`config.mk`:
```
export PLATFORM = sky130hd
export DESIGN_NAME = oled_setup_top
export DESIGN_NICKNAME = d
export VERILOG_FILES = /design/src/oled_setup_pkg.sv /design/src/oled_cmd_table.sv /design/src/i2c_ctrl_tracker.sv /design/src/oled_frame_builder.sv /design/src/oled_setup_top.sv
export SDC_FILE = /design/constraint.sdc
export NUM_CORES = 1
export LEC_CHECK = 0
export BUFFER_PORTS_ARGS = -buffer_cell sky130_fd_sc_hd__buf_2
export CAP_MARGIN = 20
export CORE_UTILIZATION = 45
export CTS_BUF_LIST = sky130_fd_sc_hd__clkbuf_8
export DETAILED_ROUTE_END_ITERATION = 10
export PLACE_DENSITY = 0.83
export SLEW_MARGIN = 5
export SYNTH_ARGS = -nofsm -noshare
export SYNTH_HDL_FRONTEND = slang
export SYNTH_SLANG_ARGS = --single-unit
```
`constraint.sdc`:
```
create_clock -name CLK -period 1.38 [get_ports CLK]
set_input_delay 0.345 -clock CLK [delete_from_list [all_inputs] [get_ports CLK]]
set_output_delay 0.345 -clock CLK [all_outputs]
set_load 0.03 [all_outputs]
```
`src/oled_setup_pkg.sv`:
```
package oled_setup_pkg;

    ////////////////////////////////////////////////////////////
    // i2c bus engine state
    ////////////////////////////////////////////////////////////

    // state word coming from the external i2c engine
    // only START and ACKNOWLEDGE matter to the setup logic
    typedef enum logic [3:0] {
        IDLE            = 4'd0,
        // sda falls while scl is high
        START           = 4'd1,
        // slave address byte on the bus
        RECOGNITION     = 4'd2,
        WRITE_CONTROL   = 4'd3,
        WRITE_COMMAND   = 4'd4,
        WRITE_DATA      = 4'd5,
        READ            = 4'd6,
        // slave acks a control or command byte
        ACKNOWLEDGE     = 4'd7,
        // ack that follows the address byte only
        RECOGNITION_ACK = 4'd8,
        // sda rises while scl is high
        STOP            = 4'd9
    } bus_state_e;

    ////////////////////////////////////////////////////////////
    // control byte modes
    ////////////////////////////////////////////////////////////

    // mode held by the tracker, re-encoded into the control byte
    // single cmd -> 80h, multi cmd -> 00h
    // single data -> C0h, multi data -> 40h
    typedef enum logic [1:0] {
        CTRL_SINGLE_CMD  = 2'b00,
        CTRL_MULTI_CMD   = 2'b01,
        CTRL_SINGLE_DATA = 2'b10,
        CTRL_MULTI_DATA  = 2'b11
    } ctrl_mode_e;

    ////////////////////////////////////////////////////////////
    // init table
    ////////////////////////////////////////////////////////////

    // width of the command index from the sequencer
    localparam int CMD_INDEX_W = 5;

    // indexed entries, everything above falls back to NOP
    localparam int NUM_INIT_CMDS = 19;

    // one table entry
    // mode_load clear on parameter bytes, mode then stays as it was
    typedef struct packed {
        logic [7:0] cmd_byte;
        logic       mode_load;
        ctrl_mode_e mode;
    } cmd_entry_t;

    // continuation flag that goes with each entry
    typedef logic cmd_co_t;

    ////////////////////////////////////////////////////////////
    // address byte and output frame
    ////////////////////////////////////////////////////////////

    // address byte as it goes on the wire, or split into its fields
    typedef union packed {
        logic [7:0] raw;
        struct packed {
            logic [6:0] slave_addr;
            logic       read_write;
        } fields;
    } addr_byte_u;

    // everything the i2c engine needs for the next transfer
    typedef struct packed {
        logic [6:0] slave_addr;
        logic       read_write;
        logic [7:0] control_frame;
        logic [7:0] reg_addr;
        ctrl_mode_e control_select;
        logic       co_flag;
    } oled_frame_t;

    // 7-bit address of the display controller
    localparam logic [6:0] OLED_ADDR_DEFAULT = 7'h3C;

endpackage

```
`src/oled_cmd_table.sv`:
```
module oled_cmd_table
    import oled_setup_pkg::*;
(
    input  logic [CMD_INDEX_W-1:0] command_queue,
    output cmd_entry_t             entry,
    output cmd_co_t                entry_co
);

    // entry and its flag looked up together
    typedef struct packed {
        cmd_entry_t entry;
        cmd_co_t    co;
    } table_row_t;

    localparam logic LOAD = 1'b1;
    localparam logic KEEP = 1'b0;

    table_row_t row;
    logic       in_range;

    function automatic table_row_t make_row(
        input logic [7:0] cmd_byte,
        input logic       mode_load,
        input ctrl_mode_e mode,
        input cmd_co_t    co
    );
        table_row_t r;
        r.entry.cmd_byte  = cmd_byte;
        r.entry.mode_load = mode_load;
        r.entry.mode      = mode;
        r.co              = co;
        return r;
    endfunction

    assign in_range = (command_queue < NUM_INIT_CMDS);

    ////////////////////////////////////////////////////////////
    // power-up sequence
    ////////////////////////////////////////////////////////////

    always_comb begin
        // NOP, single command, flag set
        row = make_row(8'hE3, LOAD, CTRL_SINGLE_CMD, 1'b1);
        if (in_range) begin
            case (command_queue)
                // multiplex ratio, then its argument
                5'd0:  row = make_row(8'hA8, LOAD, CTRL_MULTI_CMD, 1'b0);
                5'd1:  row = make_row(8'h3F, KEEP, CTRL_SINGLE_CMD, 1'b1);
                // display offset
                5'd2:  row = make_row(8'hD3, LOAD, CTRL_MULTI_CMD, 1'b0);
                5'd3:  row = make_row(8'h00, KEEP, CTRL_SINGLE_CMD, 1'b1);
                // start line
                5'd4:  row = make_row(8'h40, LOAD, CTRL_SINGLE_CMD, 1'b1);
                // segment remap
                5'd5:  row = make_row(8'hA0, LOAD, CTRL_SINGLE_CMD, 1'b1);
                // com scan direction
                5'd6:  row = make_row(8'hC0, LOAD, CTRL_SINGLE_CMD, 1'b1);
                // com pin config
                5'd7:  row = make_row(8'hDA, LOAD, CTRL_MULTI_CMD, 1'b0);
                5'd8:  row = make_row(8'h02, KEEP, CTRL_SINGLE_CMD, 1'b1);
                // contrast
                5'd9:  row = make_row(8'h81, LOAD, CTRL_MULTI_CMD, 1'b0);
                5'd10: row = make_row(8'h7F, KEEP, CTRL_SINGLE_CMD, 1'b1);
                // display follows ram
                5'd11: row = make_row(8'hA4, LOAD, CTRL_SINGLE_CMD, 1'b1);
                // normal, not inverted
                5'd12: row = make_row(8'hA6, LOAD, CTRL_SINGLE_CMD, 1'b1);
                // oscillator freq and clock divide
                5'd13: row = make_row(8'hD5, LOAD, CTRL_MULTI_CMD, 1'b0);
                5'd14: row = make_row(8'h80, KEEP, CTRL_SINGLE_CMD, 1'b1);
                // charge pump on
                5'd15: row = make_row(8'h8D, LOAD, CTRL_MULTI_CMD, 1'b0);
                5'd16: row = make_row(8'h14, KEEP, CTRL_SINGLE_CMD, 1'b1);
                // panel on
                5'd17: row = make_row(8'hAF, LOAD, CTRL_SINGLE_CMD, 1'b1);
                // all pixels lit
                5'd18: row = make_row(8'hA5, LOAD, CTRL_SINGLE_CMD, 1'b1);
                default: begin
                    // keeps the NOP row
                end
            endcase
        end
    end

    // the mode field of a KEEP row is never loaded
    assign entry    = row.entry;
    assign entry_co = row.co;

endmodule

```
`src/i2c_ctrl_tracker.sv`:
```
module i2c_ctrl_tracker
    import oled_setup_pkg::*;
(
    input  logic       CLK,
    input  logic       NRST,
    input  logic       ack_strobe,
    input  cmd_entry_t entry,
    input  cmd_co_t    entry_co,
    output logic       phase,
    output ctrl_mode_e control_select,
    output logic       co_flag,
    output logic [7:0] control_frame
);

    // control byte value for each mode
    localparam logic [7:0] CTRL_BYTE_SINGLE_CMD  = 8'h80;
    localparam logic [7:0] CTRL_BYTE_MULTI_CMD   = 8'h00;
    localparam logic [7:0] CTRL_BYTE_SINGLE_DATA = 8'hC0;
    localparam logic [7:0] CTRL_BYTE_MULTI_DATA  = 8'h40;

    logic [7:0] ctrl_byte;

    ////////////////////////////////////////////////////////////
    // control byte encoding
    ////////////////////////////////////////////////////////////

    // works on the mode already held, not the incoming entry
    always_comb begin
        case (control_select)
            CTRL_SINGLE_CMD:  ctrl_byte = CTRL_BYTE_SINGLE_CMD;
            CTRL_MULTI_CMD:   ctrl_byte = CTRL_BYTE_MULTI_CMD;
            CTRL_SINGLE_DATA: ctrl_byte = CTRL_BYTE_SINGLE_DATA;
            CTRL_MULTI_DATA:  ctrl_byte = CTRL_BYTE_MULTI_DATA;
            default:          ctrl_byte = CTRL_BYTE_MULTI_CMD;
        endcase
    end

    ////////////////////////////////////////////////////////////
    // frame step and mode registers
    ////////////////////////////////////////////////////////////

    always_ff @(posedge CLK) begin
        if (!NRST) begin
            phase          <= 1'b0;
            // multi command until the table says otherwise
            control_select <= CTRL_MULTI_CMD;
            co_flag        <= 1'b0;
            control_frame  <= 8'h00;
        end else if (ack_strobe) begin
            // control byte refreshed on every ack, both phases
            control_frame <= ctrl_byte;
            if (!phase) begin
                // first ack of the pair sets up the control byte
                if (entry.mode_load) begin
                    control_select <= entry.mode;
                end
                co_flag <= entry_co;
            end
            // second ack hands the command byte to the builder
            phase <= ~phase;
        end
    end

endmodule

```
`src/oled_frame_builder.sv`:
```
module oled_frame_builder
    import oled_setup_pkg::*;
#(
    parameter logic [6:0] SLAVE_ADDR = OLED_ADDR_DEFAULT
) (
    input  logic        CLK,
    input  logic        NRST,
    input  bus_state_e  state,
    input  cmd_entry_t  entry,
    input  logic        phase,
    input  ctrl_mode_e  control_select,
    input  logic        co_flag,
    input  logic [7:0]  control_frame,
    output logic        ack_strobe,
    output oled_frame_t frame
);

    logic       start_hit;
    logic       cmd_load;
    addr_byte_u addr_next;
    addr_byte_u addr_q;
    logic [7:0] reg_addr_q;

    ////////////////////////////////////////////////////////////
    // bus state decode
    ////////////////////////////////////////////////////////////

    always_comb begin
        start_hit  = 1'b0;
        ack_strobe = 1'b0;
        case (state)
            START:       start_hit  = 1'b1;
            ACKNOWLEDGE: ack_strobe = 1'b1;
            default: begin
                // remaining states just hold the registers
            end
        endcase
    end

    // command byte goes out on the second ack of a pair
    assign cmd_load = ack_strobe && phase;

    // address byte for a write, read is never issued
    always_comb begin
        addr_next.fields.slave_addr = SLAVE_ADDR;
        addr_next.fields.read_write = 1'b0;
    end

    ////////////////////////////////////////////////////////////
    // address and command registers
    ////////////////////////////////////////////////////////////

    always_ff @(posedge CLK) begin
        if (!NRST) begin
            addr_q.raw <= 8'h00;
        end else if (start_hit) begin
            // stored as the byte that goes on the wire
            addr_q.raw <= addr_next.raw;
        end
    end

    always_ff @(posedge CLK) begin
        if (!NRST) begin
            reg_addr_q <= 8'h00;
        end else if (cmd_load) begin
            reg_addr_q <= entry.cmd_byte;
        end
    end

    ////////////////////////////////////////////////////////////
    // output frame
    ////////////////////////////////////////////////////////////

    always_comb begin
        frame.slave_addr     = addr_q.fields.slave_addr;
        frame.read_write     = addr_q.fields.read_write;
        frame.control_frame  = control_frame;
        frame.reg_addr       = reg_addr_q;
        frame.control_select = control_select;
        frame.co_flag        = co_flag;
    end

endmodule

```
`src/oled_setup_top.sv`:
```
module oled_setup_top
    import oled_setup_pkg::*;
#(
    parameter logic [6:0] SLAVE_ADDR = OLED_ADDR_DEFAULT
) (
    input  logic                   CLK,
    input  logic                   NRST,
    input  bus_state_e             state,
    input  logic [CMD_INDEX_W-1:0] command_queue,
    output oled_frame_t            frame
);

    // table lookup
    cmd_entry_t entry;
    cmd_co_t    entry_co;

    // tracker to builder
    logic       ack_strobe;
    logic       phase;
    ctrl_mode_e control_select;
    logic       co_flag;
    logic [7:0] control_frame;

    ////////////////////////////////////////////////////////////
    // instances
    ////////////////////////////////////////////////////////////

    oled_cmd_table table_i (
        .command_queue (command_queue),
        .entry         (entry),
        .entry_co      (entry_co)
    );

    // frame step, mode and control byte
    i2c_ctrl_tracker tracker_i (
        .CLK            (CLK),
        .NRST           (NRST),
        .ack_strobe     (ack_strobe),
        .entry          (entry),
        .entry_co       (entry_co),
        .phase          (phase),
        .control_select (control_select),
        .co_flag        (co_flag),
        .control_frame  (control_frame)
    );

    // state decode, address and command bytes
    oled_frame_builder #(
        .SLAVE_ADDR (SLAVE_ADDR)
    ) builder_i (
        .CLK            (CLK),
        .NRST           (NRST),
        .state          (state),
        .entry          (entry),
        .phase          (phase),
        .control_select (control_select),
        .co_flag        (co_flag),
        .control_frame  (control_frame),
        .ack_strobe     (ack_strobe),
        .frame          (frame)
    );

endmodule

```
Yosys cells after proc, flatten, opt, wreduce, memory -nomap -nowiden. Index checks and enable logic that the tools add are counted.

Reduce and logical (&&, ||, !) cells: 5. Bitwise gates (word level): 1. Mux-type cells: 5. Eq/ne operators: 23. $lt $le $gt $ge: 1.

Operators with widths (number): $pmux 12 s19 (1); $eq 5x4->1 const B (8); $pmux 8 s4 (1); $eq 5x3->1 const B (4); $eq 5x5->1 const B (3); $mux 12 (1); $eq 5x2->1 const B (2); $eq 5x1->1 const B (1); $logic_not 5->1 (1); $lt 5x5->1 const B (1); $eq 2x2->1 const B (2); $eq 4x1->1 const B (1); $eq 4x3->1 const B (1); $reduce_and 3->1 (1); $eq 2x1->1 const B (1); $logic_not 2->1 (1); $mux 1 (2); $reduce_and 2->1 (1); $logic_and 1x1->1 (1); $not 1->1 (1).

Bits in registers: 21. Output and inout port bits: 27. Input bits: 11. Word-level logic and storage cells: 41.

Depth between registers and ports, before layout. Gate-level depths: netlist of the first run.

Word-level depth: 4. Depth in mapped cells: 6. Mapped depth without buffers: 4.

Cells and area by module. From an unflattened synthesis of the first run, not the netlist that was laid out.

Cells, all modules: 151. Area total of the unflattened synthesis: 1146.1 sq um.

By module, submodules not included: oled_frame_builder (cells an instance 59, times used 1, seq. area each 180.2 sq um, area each 515.5 sq um); oled_cmd_table (cells an instance 63, times used 1, seq. area each 0.0 sq um, area each 349.1 sq um); i2c_ctrl_tracker (cells an instance 29, times used 1, seq. area each 120.1 sq um, area each 281.5 sq um).

Worst setup path after synthesis of the first run. No wires, ideal clock.

Path type: input to register. Start point: input command_queue[2]. End point: register builder_i.reg_addr_q[4]. Data required time: 1.306 ns. Setup time: 0.074 ns. Arrival time: 1.368 ns. Path buffers: 1. Stages on the path: 5. Path slack: -0.062 ns. Cell sequence: buf_6 -> nor2b_4 -> or3_1 -> a311o_1 -> a31oi_2.

Cells in the longest elaborated chain, start to end: 3. Elaborated cells on any way between the ends: 22. Classes of those cells: order compare (1); eq/ne (18); mux (2); reduce/logical (1).

Ends and longest elaborated chain: from (decl) (line oled_setup_top.sv:9) `input logic [CMD_INDEX_W-1:0] command_queue,`; $eq 5x5->1, or another cell as far along (line oled_cmd_table.sv:45) `case (command_queue)`; $pmux 12 s19 (line oled_cmd_table.sv:45); $mux 12 (*) (line oled_cmd_table.sv:44) `if (in_range) begin`; to (signal assigned) (line oled_frame_builder.sv:66) `reg_addr_q <= entry.cmd_byte;`; to (decl) (line oled_frame_builder.sv:22) `logic [7:0] reg_addr_q;`.

Mark *: on every way between the ends. The rest lies on a longest branch, timed or not. A chain may end at the register's enable or synchronous reset.

Final worst setup path of the first run.
Start point: input command_queue[1]. End point: register tracker_i.control_select[0].

Cells in the longest elaborated chain, start to end: 4. Elaborated cells on any way between the ends: 23. Classes of those cells: order compare (1); eq/ne (18); mux (2); reduce/logical (2).

Ends and longest elaborated chain: $eq 5x5->1, or another cell as far along (line oled_cmd_table.sv:45); $pmux 12 s19 (line oled_cmd_table.sv:45); $mux 12 (*) (line oled_cmd_table.sv:44); $reduce_and 3->1 (no source line); to (signal assigned) (line i2c_ctrl_tracker.sv:55) `control_select <= entry.mode;`; to (decl) (line i2c_ctrl_tracker.sv:10) `output ctrl_mode_e control_select,`.

Marks and branches as above.

==> out/metrics.cfg, run 1 <==
[outcome]
status=complete, no violations

[timing]
hold_viol_final=0
rsz0062_at_grt=no
fin_worst_skew_ns=0.00156
whs_ns=0.402
final.period_utilization_pct=91.6
drv_slew=0
fin_ws_ns=0.115
fmax_mhz=791
setup_viol=0
fin_crit_ns=1.26

[finish]
layout.cells.non_filler=193
layout_commonest_cell=buf_2
diodes=0
drive_gt1_share_pct=33.1
fin_nets=178
mostFrequentLayoutCells=25 x buf_2, 21 x buf_4, 13 x dfxtp_1
areaGrowthSynthToFinish_pct=22.8
fin_area_um2=1240
post-route-util_pct=60.7

[worst_setup_path]
worstSetupEndpoint=tracker_i.control_select[0]
required_ns=1.51
cp-end-kind=register
crit_start=command_queue[1]
crit_path_start_kind=input port
worstReg2RegEnd=builder_i.reg_addr_q[5]
path_max_fanout=6
cp.arrival_ns=1.40
r2r-start=tracker_i.phase
path_class=in2reg
r2r_slack_ns=0.29
r2r_cells=5

[grt]
grt_max_degree=11
antenna_found_initial=0
grt.total_usage_pct=20.8
grt_pass1_vias=927
grt_pass1_wl_um=3930
grt.overflow.total=0

[synth]
synthFlopType=dfxtp_1
yosysUniqueCellTypes=44
synth_edf_count=0
async_flop_share_pct=0
ys_seq_area_share_pct=25.8
syn_inst=131
ys_warn_count=0
ys_ff_latch=13
syn_avg_cell_area_um2=7.70
syn_area_um2=1010

[pwr]
powerDensity_nw_per_um2=782
vdd_ir_drop_max_v=0.000528
p_leak_nw=0.565

[route]
wl_um=2370
antenna_left=0
drt_iter0_markers=34
viasPerCell=5.34
remaining_drc_errors=0
drtPass1Iterations=4
vias=1030
wire_per_inst_um=12.3

[placed_design]
place_congestion=0.872
dp.cells=189
post-dp-hpwl_um=1870
placed_cell_area_um2=1190
port_buffers=25
dp_slack_ns=-0.128

[clock_network]
ctsResizeCount=0
cts.sink_count=13
cts_buffers=3
cts-root-buf=clkbuf_8
post_cts_buffers=0
htree_levels=1
clkTransAtPathRegs_ns=0.05
clock_latency_ns=0.24
hold_buffers=0
cts_max_path_buffers=2
cts_tree=yes

[die]
rows=16
dieArea_um2=2430
core_um2=2040
die_y_um=49.3
pin_count=38
die_width_um=49.3
initial_core_util_pct=49.4

[flow_run]
drv_cap=0

[worst_hold_path]
hold_class=in2reg

sequential cells by signal, summed over array words and instances, names as in the netlist:
| name | flops |
|---|---|
| tracker_i.control_frame | 1 |
| builder_i.reg_addr_q | 8 |
| builder_i.addr_q | 1 |
| tracker_i.phase | 1 |
| tracker_i.co_flag | 1 |
| tracker_i.control_select | 1 |
power by group:
part           internal, W  switching, W
Clock             0.000196      0.000133
Combinational    0.0000963      0.000159
Sequential        0.000381    0.00000350
Total             0.000673      0.000295
synthesized netlist by cell type, drive strengths merged, types with 3 or more instances:
master	n	area, um2
nand2	5	18.8
nand2b	7	43.8
o21ai	10	50.1
dfxtp	13	260
nor2	10	37.5
a21oi	9	45.0
nor2b	4	32.5
a31oi	5	37.5
buf	24	165
inv	5	18.8
nor3b	3	27.5
metal layers:
layer	track usage [%]	vias up	wire length [um]
met5	0	-	0
met2	37.2	35	1150
li1	-	514	-
met3	4.36	7	110
met4	7.84	0	36
met1	23.9	474	1070
critical path, stage by stage:
cell and delay (ns):
buf_2 0.16, mux2_2 0.35, a21oi_1 0.15, o31a_1 0.17, a21bo_2 0.22
through the flow:
| step | TNS (ns) | power (W) |
|---|---|---|
| after floorplan | -0.0621 | 0.000596 |
| after global routing | 0 | 0.00101 |
| final | 0 | 0.000969 |
| after detailed placement | -0.631 | 0.000645 |
| after CTS | 0 | 0.000971 |
| after global placement | -0.441 | 0.000641 |
how the worst min path moves through the flow:
| stage | start | endpoint | slack, ns | cells past startpoint |
|---|---|---|---|---|
| finish | state[3] | builder_i.addr_q[3] | 0.40 | 4 |
| global route | state[3] | builder_i.addr_q[3] | 0.44 | 4 |
| CTS | state[3] | builder_i.addr_q[3] | 0.41 | 4 |
| detailed placement | tracker_i.co_flag | tracker_i.co_flag | 0.45 | 1 |
| global placement | tracker_i.co_flag | tracker_i.co_flag | 0.45 | 1 |
| floorplan | tracker_i.co_flag | tracker_i.co_flag | 0.44 | 1 |
area by class of cell:
class	count	area [um2]
clock inverter	1	3.75
timing repair buffer	46	283
clock buffer	3	41.3
sequential	13	260
multi-input combinational	98	598
inverter	5	18.8
fill	203	803
tap	27	33.8
cells by family (layout without fill, tap and decap cells):
family | after synthesis | after routing | share of synthesized area, %
DFF | 13 | 13 | 25.8
AOI/OAI and AO/OA | 46 | 46 | 31.1
other | 1 | 12 | 0.372
buffers and inverters | 31 | 55 | 19.0
and+or+nand+nor | 39 | 39 | 22.6
muxes | 1 | 1 | 1.12
Power figures use the tool's default switching activity.
==> run 2: changes to the inputs <==
--- a/config.mk
+++ b/config.mk
@@ -5,12 +5,13 @@
 export SDC_FILE = /design/constraint.sdc
 export NUM_CORES = 1
 export LEC_CHECK = 0
+export ABC_AREA = 1
 export BUFFER_PORTS_ARGS = -buffer_cell sky130_fd_sc_hd__buf_2
 export CAP_MARGIN = 20
-export CORE_UTILIZATION = 45
+export CORE_UTILIZATION = 46
 export CTS_BUF_LIST = sky130_fd_sc_hd__clkbuf_8
 export DETAILED_ROUTE_END_ITERATION = 10
-export PLACE_DENSITY = 0.83
+export PLACE_DENSITY = 0.84
 export SLEW_MARGIN = 5
 export SYNTH_ARGS = -nofsm -noshare
 export SYNTH_HDL_FRONTEND = slang
==> out/metrics.cfg, run 2 <==
[outcome]
status=complete, no violations

[die]
initial_core_util_pct=50.9  ; +1.5 points
rows=16  ; unchanged
pin_count=38  ; unchanged
die_y_um=49.3  ; -0.11%
die_width_um=49.3  ; -0.11%
dieArea_um2=2430  ; -0.22%
core_um2=2020  ; -0.98%

[route]
wl_met1_um=904  ; -15%
wl_met2_um=1080  ; -6.3%
vias=1093  ; +6.1%
antenna_left=0  ; unchanged
top_layer=met4
wl_um=2200  ; -7.0%
wire_per_inst_um=10.1  ; -17%
drtPass1Iterations=4  ; unchanged
viasPerCell=5.04  ; -5.6%
wl_met3_um=204  ; +85%
remaining_drc_errors=0  ; unchanged
drt_iter0_markers=43  ; +26%

[timing]
fin_tns_setup_ns=0  ; unchanged
rsz0062_at_grt=no
fin_worst_skew_ns=0.00111  ; -0.000446 ns
whs_ns=0.384  ; -0.0183 ns
fin_crit_ns=1.15  ; -0.113 ns
hold_viol_final=0  ; unchanged
setup_viol=0  ; unchanged
final.period_utilization_pct=83.5  ; -8.2 points
fmax_mhz=868  ; +9.8%
drv_slew=0  ; unchanged

[pwr]
vdd_ir_drop_max_v=0.000779  ; +48%
p_leak_nw=0.658  ; +17%
powerDensity_nw_per_um2=781  ; -0.10%

[worst_setup_path]
cp_slowest_cell=nor2_2
cp.arrival_ns=1.27  ; -0.13 ns
crit_path_start_kind=input port
r2r_cells=5  ; unchanged
path_class=in2reg
cp-end-kind=register
critPathMaxStageDelay_ns=0.21  ; -0.14 ns
worstPathCellList=buf_2 -> inv_1 -> nand4_1 -> nor2_2 -> nand2_1 -> nor2_1 -> a31oi_1
required_ns=1.50  ; about the same
path_max_fanout=4  ; -2

[grt]
grt_pass1_wl_um=3990  ; +1.6%
grt_max_degree=10  ; -1
grt.overflow.total=0  ; unchanged
grt.total_usage_pct=20.8  ; -0.024 points
antenna_found_initial=0  ; unchanged
grt_pass1_vias=952  ; +2.7%

[synth]
syn_inst=162  ; +24%
synth_area_leaders=dfxtp_1 25%, buf_4 13%, nand2_1 9.5%, nor2_1 9.5%, nand3_1 6.8%
synth_edf_count=0  ; unchanged
synthFlopType=dfxtp_1
ys_top_cells_by_count=26 x nand2_1, 26 x nor2_1, 18 x buf_4, 14 x nand3_1, 13 x dfxtp_1
ys_warn_count=0  ; unchanged
yosysUniqueCellTypes=24  ; -45%
synth_top_area_cell=dfxtp_1
ys_seq_area_share_pct=25.3  ; -0.50 points
async_flop_share_pct=0  ; unchanged
syn_avg_cell_area_um2=6.35  ; -18%
synth.top_cell.area_share_pct=25.3  ; -0.50 points
syn_area_um2=1030  ; +2.0%
ys_ff_latch=13  ; unchanged

[clock_network]
cts_tree=yes
cts_max_path_buffers=2  ; unchanged
htree_levels=1  ; unchanged
hold_buffers=0  ; unchanged
cts_buffers=3  ; unchanged
ctsResizeCount=0  ; unchanged
cts-root-buf=clkbuf_8
cts.sink_count=13  ; unchanged
clock_latency_ns=0.24  ; about the same
post_cts_buffers=0  ; unchanged
clkTransAtPathRegs_ns=0.05  ; about the same

[finish]
areaGrowthSynthToFinish_pct=14.7
diodes=0  ; unchanged
fin_nets=202  ; +13%
mostFrequentLayoutCells=26 x nor2_1, 26 x nand2_1, 25 x buf_2
top_register=builder_i.reg_addr_q
largest_reg_flops=8  ; unchanged
fin_area_um2=1180  ; -4.7%
drive_gt1_share_pct=30.5  ; -2.6 points

[worst_hold_path]
hold_class=in2reg
hold_depth=3  ; -1

[placed_design]
placed_cell_area_um2=1130  ; -4.9%
place_congestion=0.938  ; +7.5%
port_buffers=25  ; unchanged
post-dp-hpwl_um=1770  ; -5.5%

[flow_run]
drv_cap=0  ; unchanged

==> run 2: cell count changes after synthesis, sizes merged, moves of 7 or more <==
cell	change
inv	+14
nand2	+26
nand2b	-7
nand3	+13
nor2	+24
==> run 2: power by group <==
part,internal [W],switching (W)
Sequential,0.000382,0.00000309
Combinational,0.0000608,0.000161
Clock,0.000195,0.000119
==> run 2: layout make-up <==
class / count / area, um2
fill: 194 / 842
multi-input combinational: 122 / 589
sequential: 13 / 260
timing repair buffer: 32 / 178
inverter: 19 / 73.8
clock buffer: 3 / 41.3
tap: 27 / 33.8
clock inverter: 1 / 3.75
==> run 2: through the flow <==
step | setup WS, ns | utilization, % | std cells | total power [W]
final | 0.228 | 58.4 | 217 | 0.000922
after global placement | -0.00467 | 56.1 | 213 | 0.000610
after global routing | 0.0620 | 58.4 | 217 | 0.000973
after detailed placement | -0.00404 | 56.1 | 213 | 0.000611
after CTS | 0.209 | 58.4 | 217 | 0.000931
after floorplan | 0.131 | - | 173 | 0.000588
==> run 2: cell families after synthesis <==
group	synth area share [%]
buffers and inverters	21.4
AOI/OAI and AO/OA	10.7
DFF	25.3
other	0.365
and+or+nand+nor	42.2
==> run 2: critical path, delay by kind of cell <==
kind            cells  cell delay [ns]
compound gates      1             0.09
buf+inv             2             0.14
simple gates        4             0.67
==> run 2: path summary, 6_finish.rpt <==
path / startpoint / endpoint / slack [ns]
setup reg to reg: tracker_i.phase / builder_i.reg_addr_q[0] / 0.29
setup / recovery: state[3] / builder_i.reg_addr_q[0] / 0.23
hold reg to reg: builder_i.reg_addr_q[3] / builder_i.reg_addr_q[3] / 0.45
hold / removal: state[0] / builder_i.addr_q[3] / 0.38
==> run 2: per-layer routing <==
| layer | up-vias | GRT usage [%] |
|---|---|---|
| li1 | 554 | - |
| met1 | 465 | 25.9 |
| met2 | 72 | 36.1 |
| met3 | 2 | 4.67 |
| met4 | 0 | 4.41 |
| met5 | - | 0 |
==> run 3: changes to the inputs <==
--- a/config.mk
+++ b/config.mk
@@ -5,13 +5,13 @@
 export SDC_FILE = /design/constraint.sdc
 export NUM_CORES = 1
 export LEC_CHECK = 0
-export ABC_AREA = 1
+export ABC_AREA = 0
 export BUFFER_PORTS_ARGS = -buffer_cell sky130_fd_sc_hd__buf_2
 export CAP_MARGIN = 20
-export CORE_UTILIZATION = 46
+export CORE_UTILIZATION = 50
 export CTS_BUF_LIST = sky130_fd_sc_hd__clkbuf_8
 export DETAILED_ROUTE_END_ITERATION = 10
-export PLACE_DENSITY = 0.84
+export PLACE_DENSITY = 0.87
 export SLEW_MARGIN = 5
 export SYNTH_ARGS = -nofsm -noshare
 export SYNTH_HDL_FRONTEND = slang
==> constraint.sdc (replaced) <==
create_clock -name CLK -period 1.1 [get_ports CLK]
set_input_delay 0.275 -clock CLK [delete_from_list [all_inputs] [get_ports CLK]]
set_output_delay 0.275 -clock CLK [all_outputs]
set_load 0.03 [all_outputs]
==> out/metrics.cfg, run 3 (same netlist as run 1, synthesis figures left out) <==
[outcome]
status=finished with violations
violations=negative setup slack

[timing]
rsz0062_at_grt=yes
setup_viol=1  ; +1
fin_ws_ns=-0.0285  ; -0.257 ns
drv_slew=0  ; unchanged
whs_ns=0.353  ; -0.0315 ns
final.period_utilization_pct=103
fin_worst_skew_ns=0.00375  ; +0.00263 ns
fmax_mhz=886
hold_viol_final=0  ; unchanged
fin_crit_ns=1.13

[finish]
multiInputGateArea_um2=697  ; +18%
mostFrequentLayoutCells=35 x buf_4, 13 x buf_2, 12 x conb_1
layout.cells.non_filler=206  ; -5.1%
register_area_um2=265  ; +1.9%
areaGrowthSynthToFinish_pct=54.6
largest_reg_flops=8  ; unchanged
top_register=builder_i.reg_addr_q
fin_nets=193  ; -4.5%
diodes=0  ; unchanged
num-fill-cells=102  ; -47%
drive_gt1_share_pct=48.6  ; +18 points
post-route-util_pct=86.5  ; +28 points
layout_commonest_cell=buf_4

[clock_network]
cts-root-buf=clkbuf_8
htree_levels=1  ; unchanged
cts.sink_count=13  ; unchanged
clkTransAtPathRegs_ns=0.06  ; about the same
cts_max_path_buffers=2  ; unchanged
cts_buffers=3  ; unchanged
clock_latency_ns=0.25  ; about the same
cts_tree=yes

[worst_setup_path]
cp_num_buf_inv=1  ; -1
worstPathCellList=buf_12 -> nor2b_4 -> or3_1 -> a311o_1 -> a31oi_2
cp-end-kind=register
crit_path_start_kind=input port
critPathMaxStageDelay_ns=0.34  ; +0.13 ns
r2r_slack_ns=0.02  ; -0.27 ns
required_ns=1.27  ; -0.23 ns
cp.arrival_ns=1.30  ; +0.03 ns
r2r-start=tracker_i.phase
path_max_fanout=9  ; +5
critPathTopFamily=simple AND/OR/NAND/NOR gates
path_class=in2reg
worstReg2RegEnd=builder_i.reg_addr_q[4]
r2r_cells=5  ; unchanged
cp_slowest_cell=or3_1

[placed_design]
port_buffers=25  ; unchanged
post-dp-hpwl_um=1920  ; +8.1%
dp.cells=195  ; -8.5%
place_congestion=0.864  ; -7.8%

[grt]
use_met2_pct=58.1  ; +22 points
met3_usage_pct=8.85  ; +4.2 points
antenna_found_initial=0  ; unchanged
grt_pass1_vias=1064  ; +12%
grt_max_degree=15  ; +5
grtUsageMet1_pct=30.7  ; +4.8 points
grt.total_usage_pct=30.4  ; +9.6 points
grt_pass1_wl_um=4610  ; +16%
grt.overflow.total=0  ; unchanged
grt_busiest_layer=met2

[die]
rows=15  ; -1
dieArea_um2=2200  ; -9.4%
core_um2=1800  ; -11%
die_width_um=46.9  ; -4.8%
initial_core_util_pct=56.0  ; +5.1 points
die_y_um=46.9  ; -4.8%
pin_count=38  ; unchanged

[worst_hold_path]
min_from=NRST
hold_depth=3  ; unchanged
min_to=builder_i.reg_addr_q[3]
hold_class=in2reg

[route]
vias=1241  ; +14%
drt_iter0_markers=75  ; +74%
viasPerCell=6.02  ; +20%
wl_um=3570  ; +62%
wire_per_inst_um=17.3  ; +71%
remaining_drc_errors=0  ; unchanged
antenna_left=0  ; unchanged
drtPass1Iterations=4  ; unchanged

[pwr]
vdd_ir_drop_max_v=0.00113  ; +45%
powerDensity_nw_per_um2=858  ; +9.9%
p_leak_nw=0.691  ; +5.0%

[flow_run]
drv_cap=0  ; unchanged

run 3: worst max-delay path by stage:
stage | endpoint | from | slack, ns | cells past startpoint
after CTS | builder_i.reg_addr_q[4] | command_queue[2] | -0.03 | 5
after floorplan | builder_i.reg_addr_q[4] | command_queue[2] | -0.27 | 5
after detailed placement | builder_i.reg_addr_q[4] | command_queue[2] | -0.37 | 5
after global routing | builder_i.reg_addr_q[4] | command_queue[2] | -0.06 | 5
after global placement | builder_i.reg_addr_q[4] | command_queue[2] | -0.33 | 5
final | builder_i.reg_addr_q[4] | command_queue[2] | -0.03 | 5
run 3: what timing repair did:
item                                    4_1_cts  5_1_grt
buffers inserted                              3        3
pin swaps                                     9       10
hold buffers                                  0        0
gates resized for setup                      18       34
cloned                                        1        0
endpoints found under the setup margin       12       15
run 3: metal layers:
| metal | up-vias | part of all wire (%) |
|---|---|---|
| met3 | 21 | 8.7 |
| met4 | 0 | 4.7 |
| met2 | 89 | 51 |
| met5 | - | 0 |
| met1 | 582 | 35 |
| li1 | 549 | - |
run 3: power breakdown:
group | leakage [nW] | switching [W] | internal (W)
combinational | 0.558 | 0.000248 | 0.000183
sequential | 0.106 | 0.00000582 | 0.000476
clock | 0.0269 | 0.000178 | 0.000247
run 3: tightest hold or removal path, stage by stage:
cell and delay, ns:
buf_2 0.17, o21ai_2 0.08, a31oi_1 0.04
run 3: metrics by stage:
step	setup TNS, ns	total power [W]	setup slack (ns)	instance area, um2
after floorplan	-1.12	0.000756	-0.272	1080
after global placement	-2.67	0.000829	-0.334	1290
after detailed placement	-3.12	0.000836	-0.370	1290
after CTS	-0.0320	0.00127	-0.0275	1430
after global routing	-0.252	0.00138	-0.0635	1560
final	-0.0285	0.00134	-0.0285	1560
run 3: final cells by class:
class,count,share of cell area (%)
multi-input combinational,98,44.7
clock buffer,3,2.65
clock inverter,1,0.241
inverter,5,1.20
tap,25,2.01
sequential,13,17.0
timing repair buffer,61,32.2
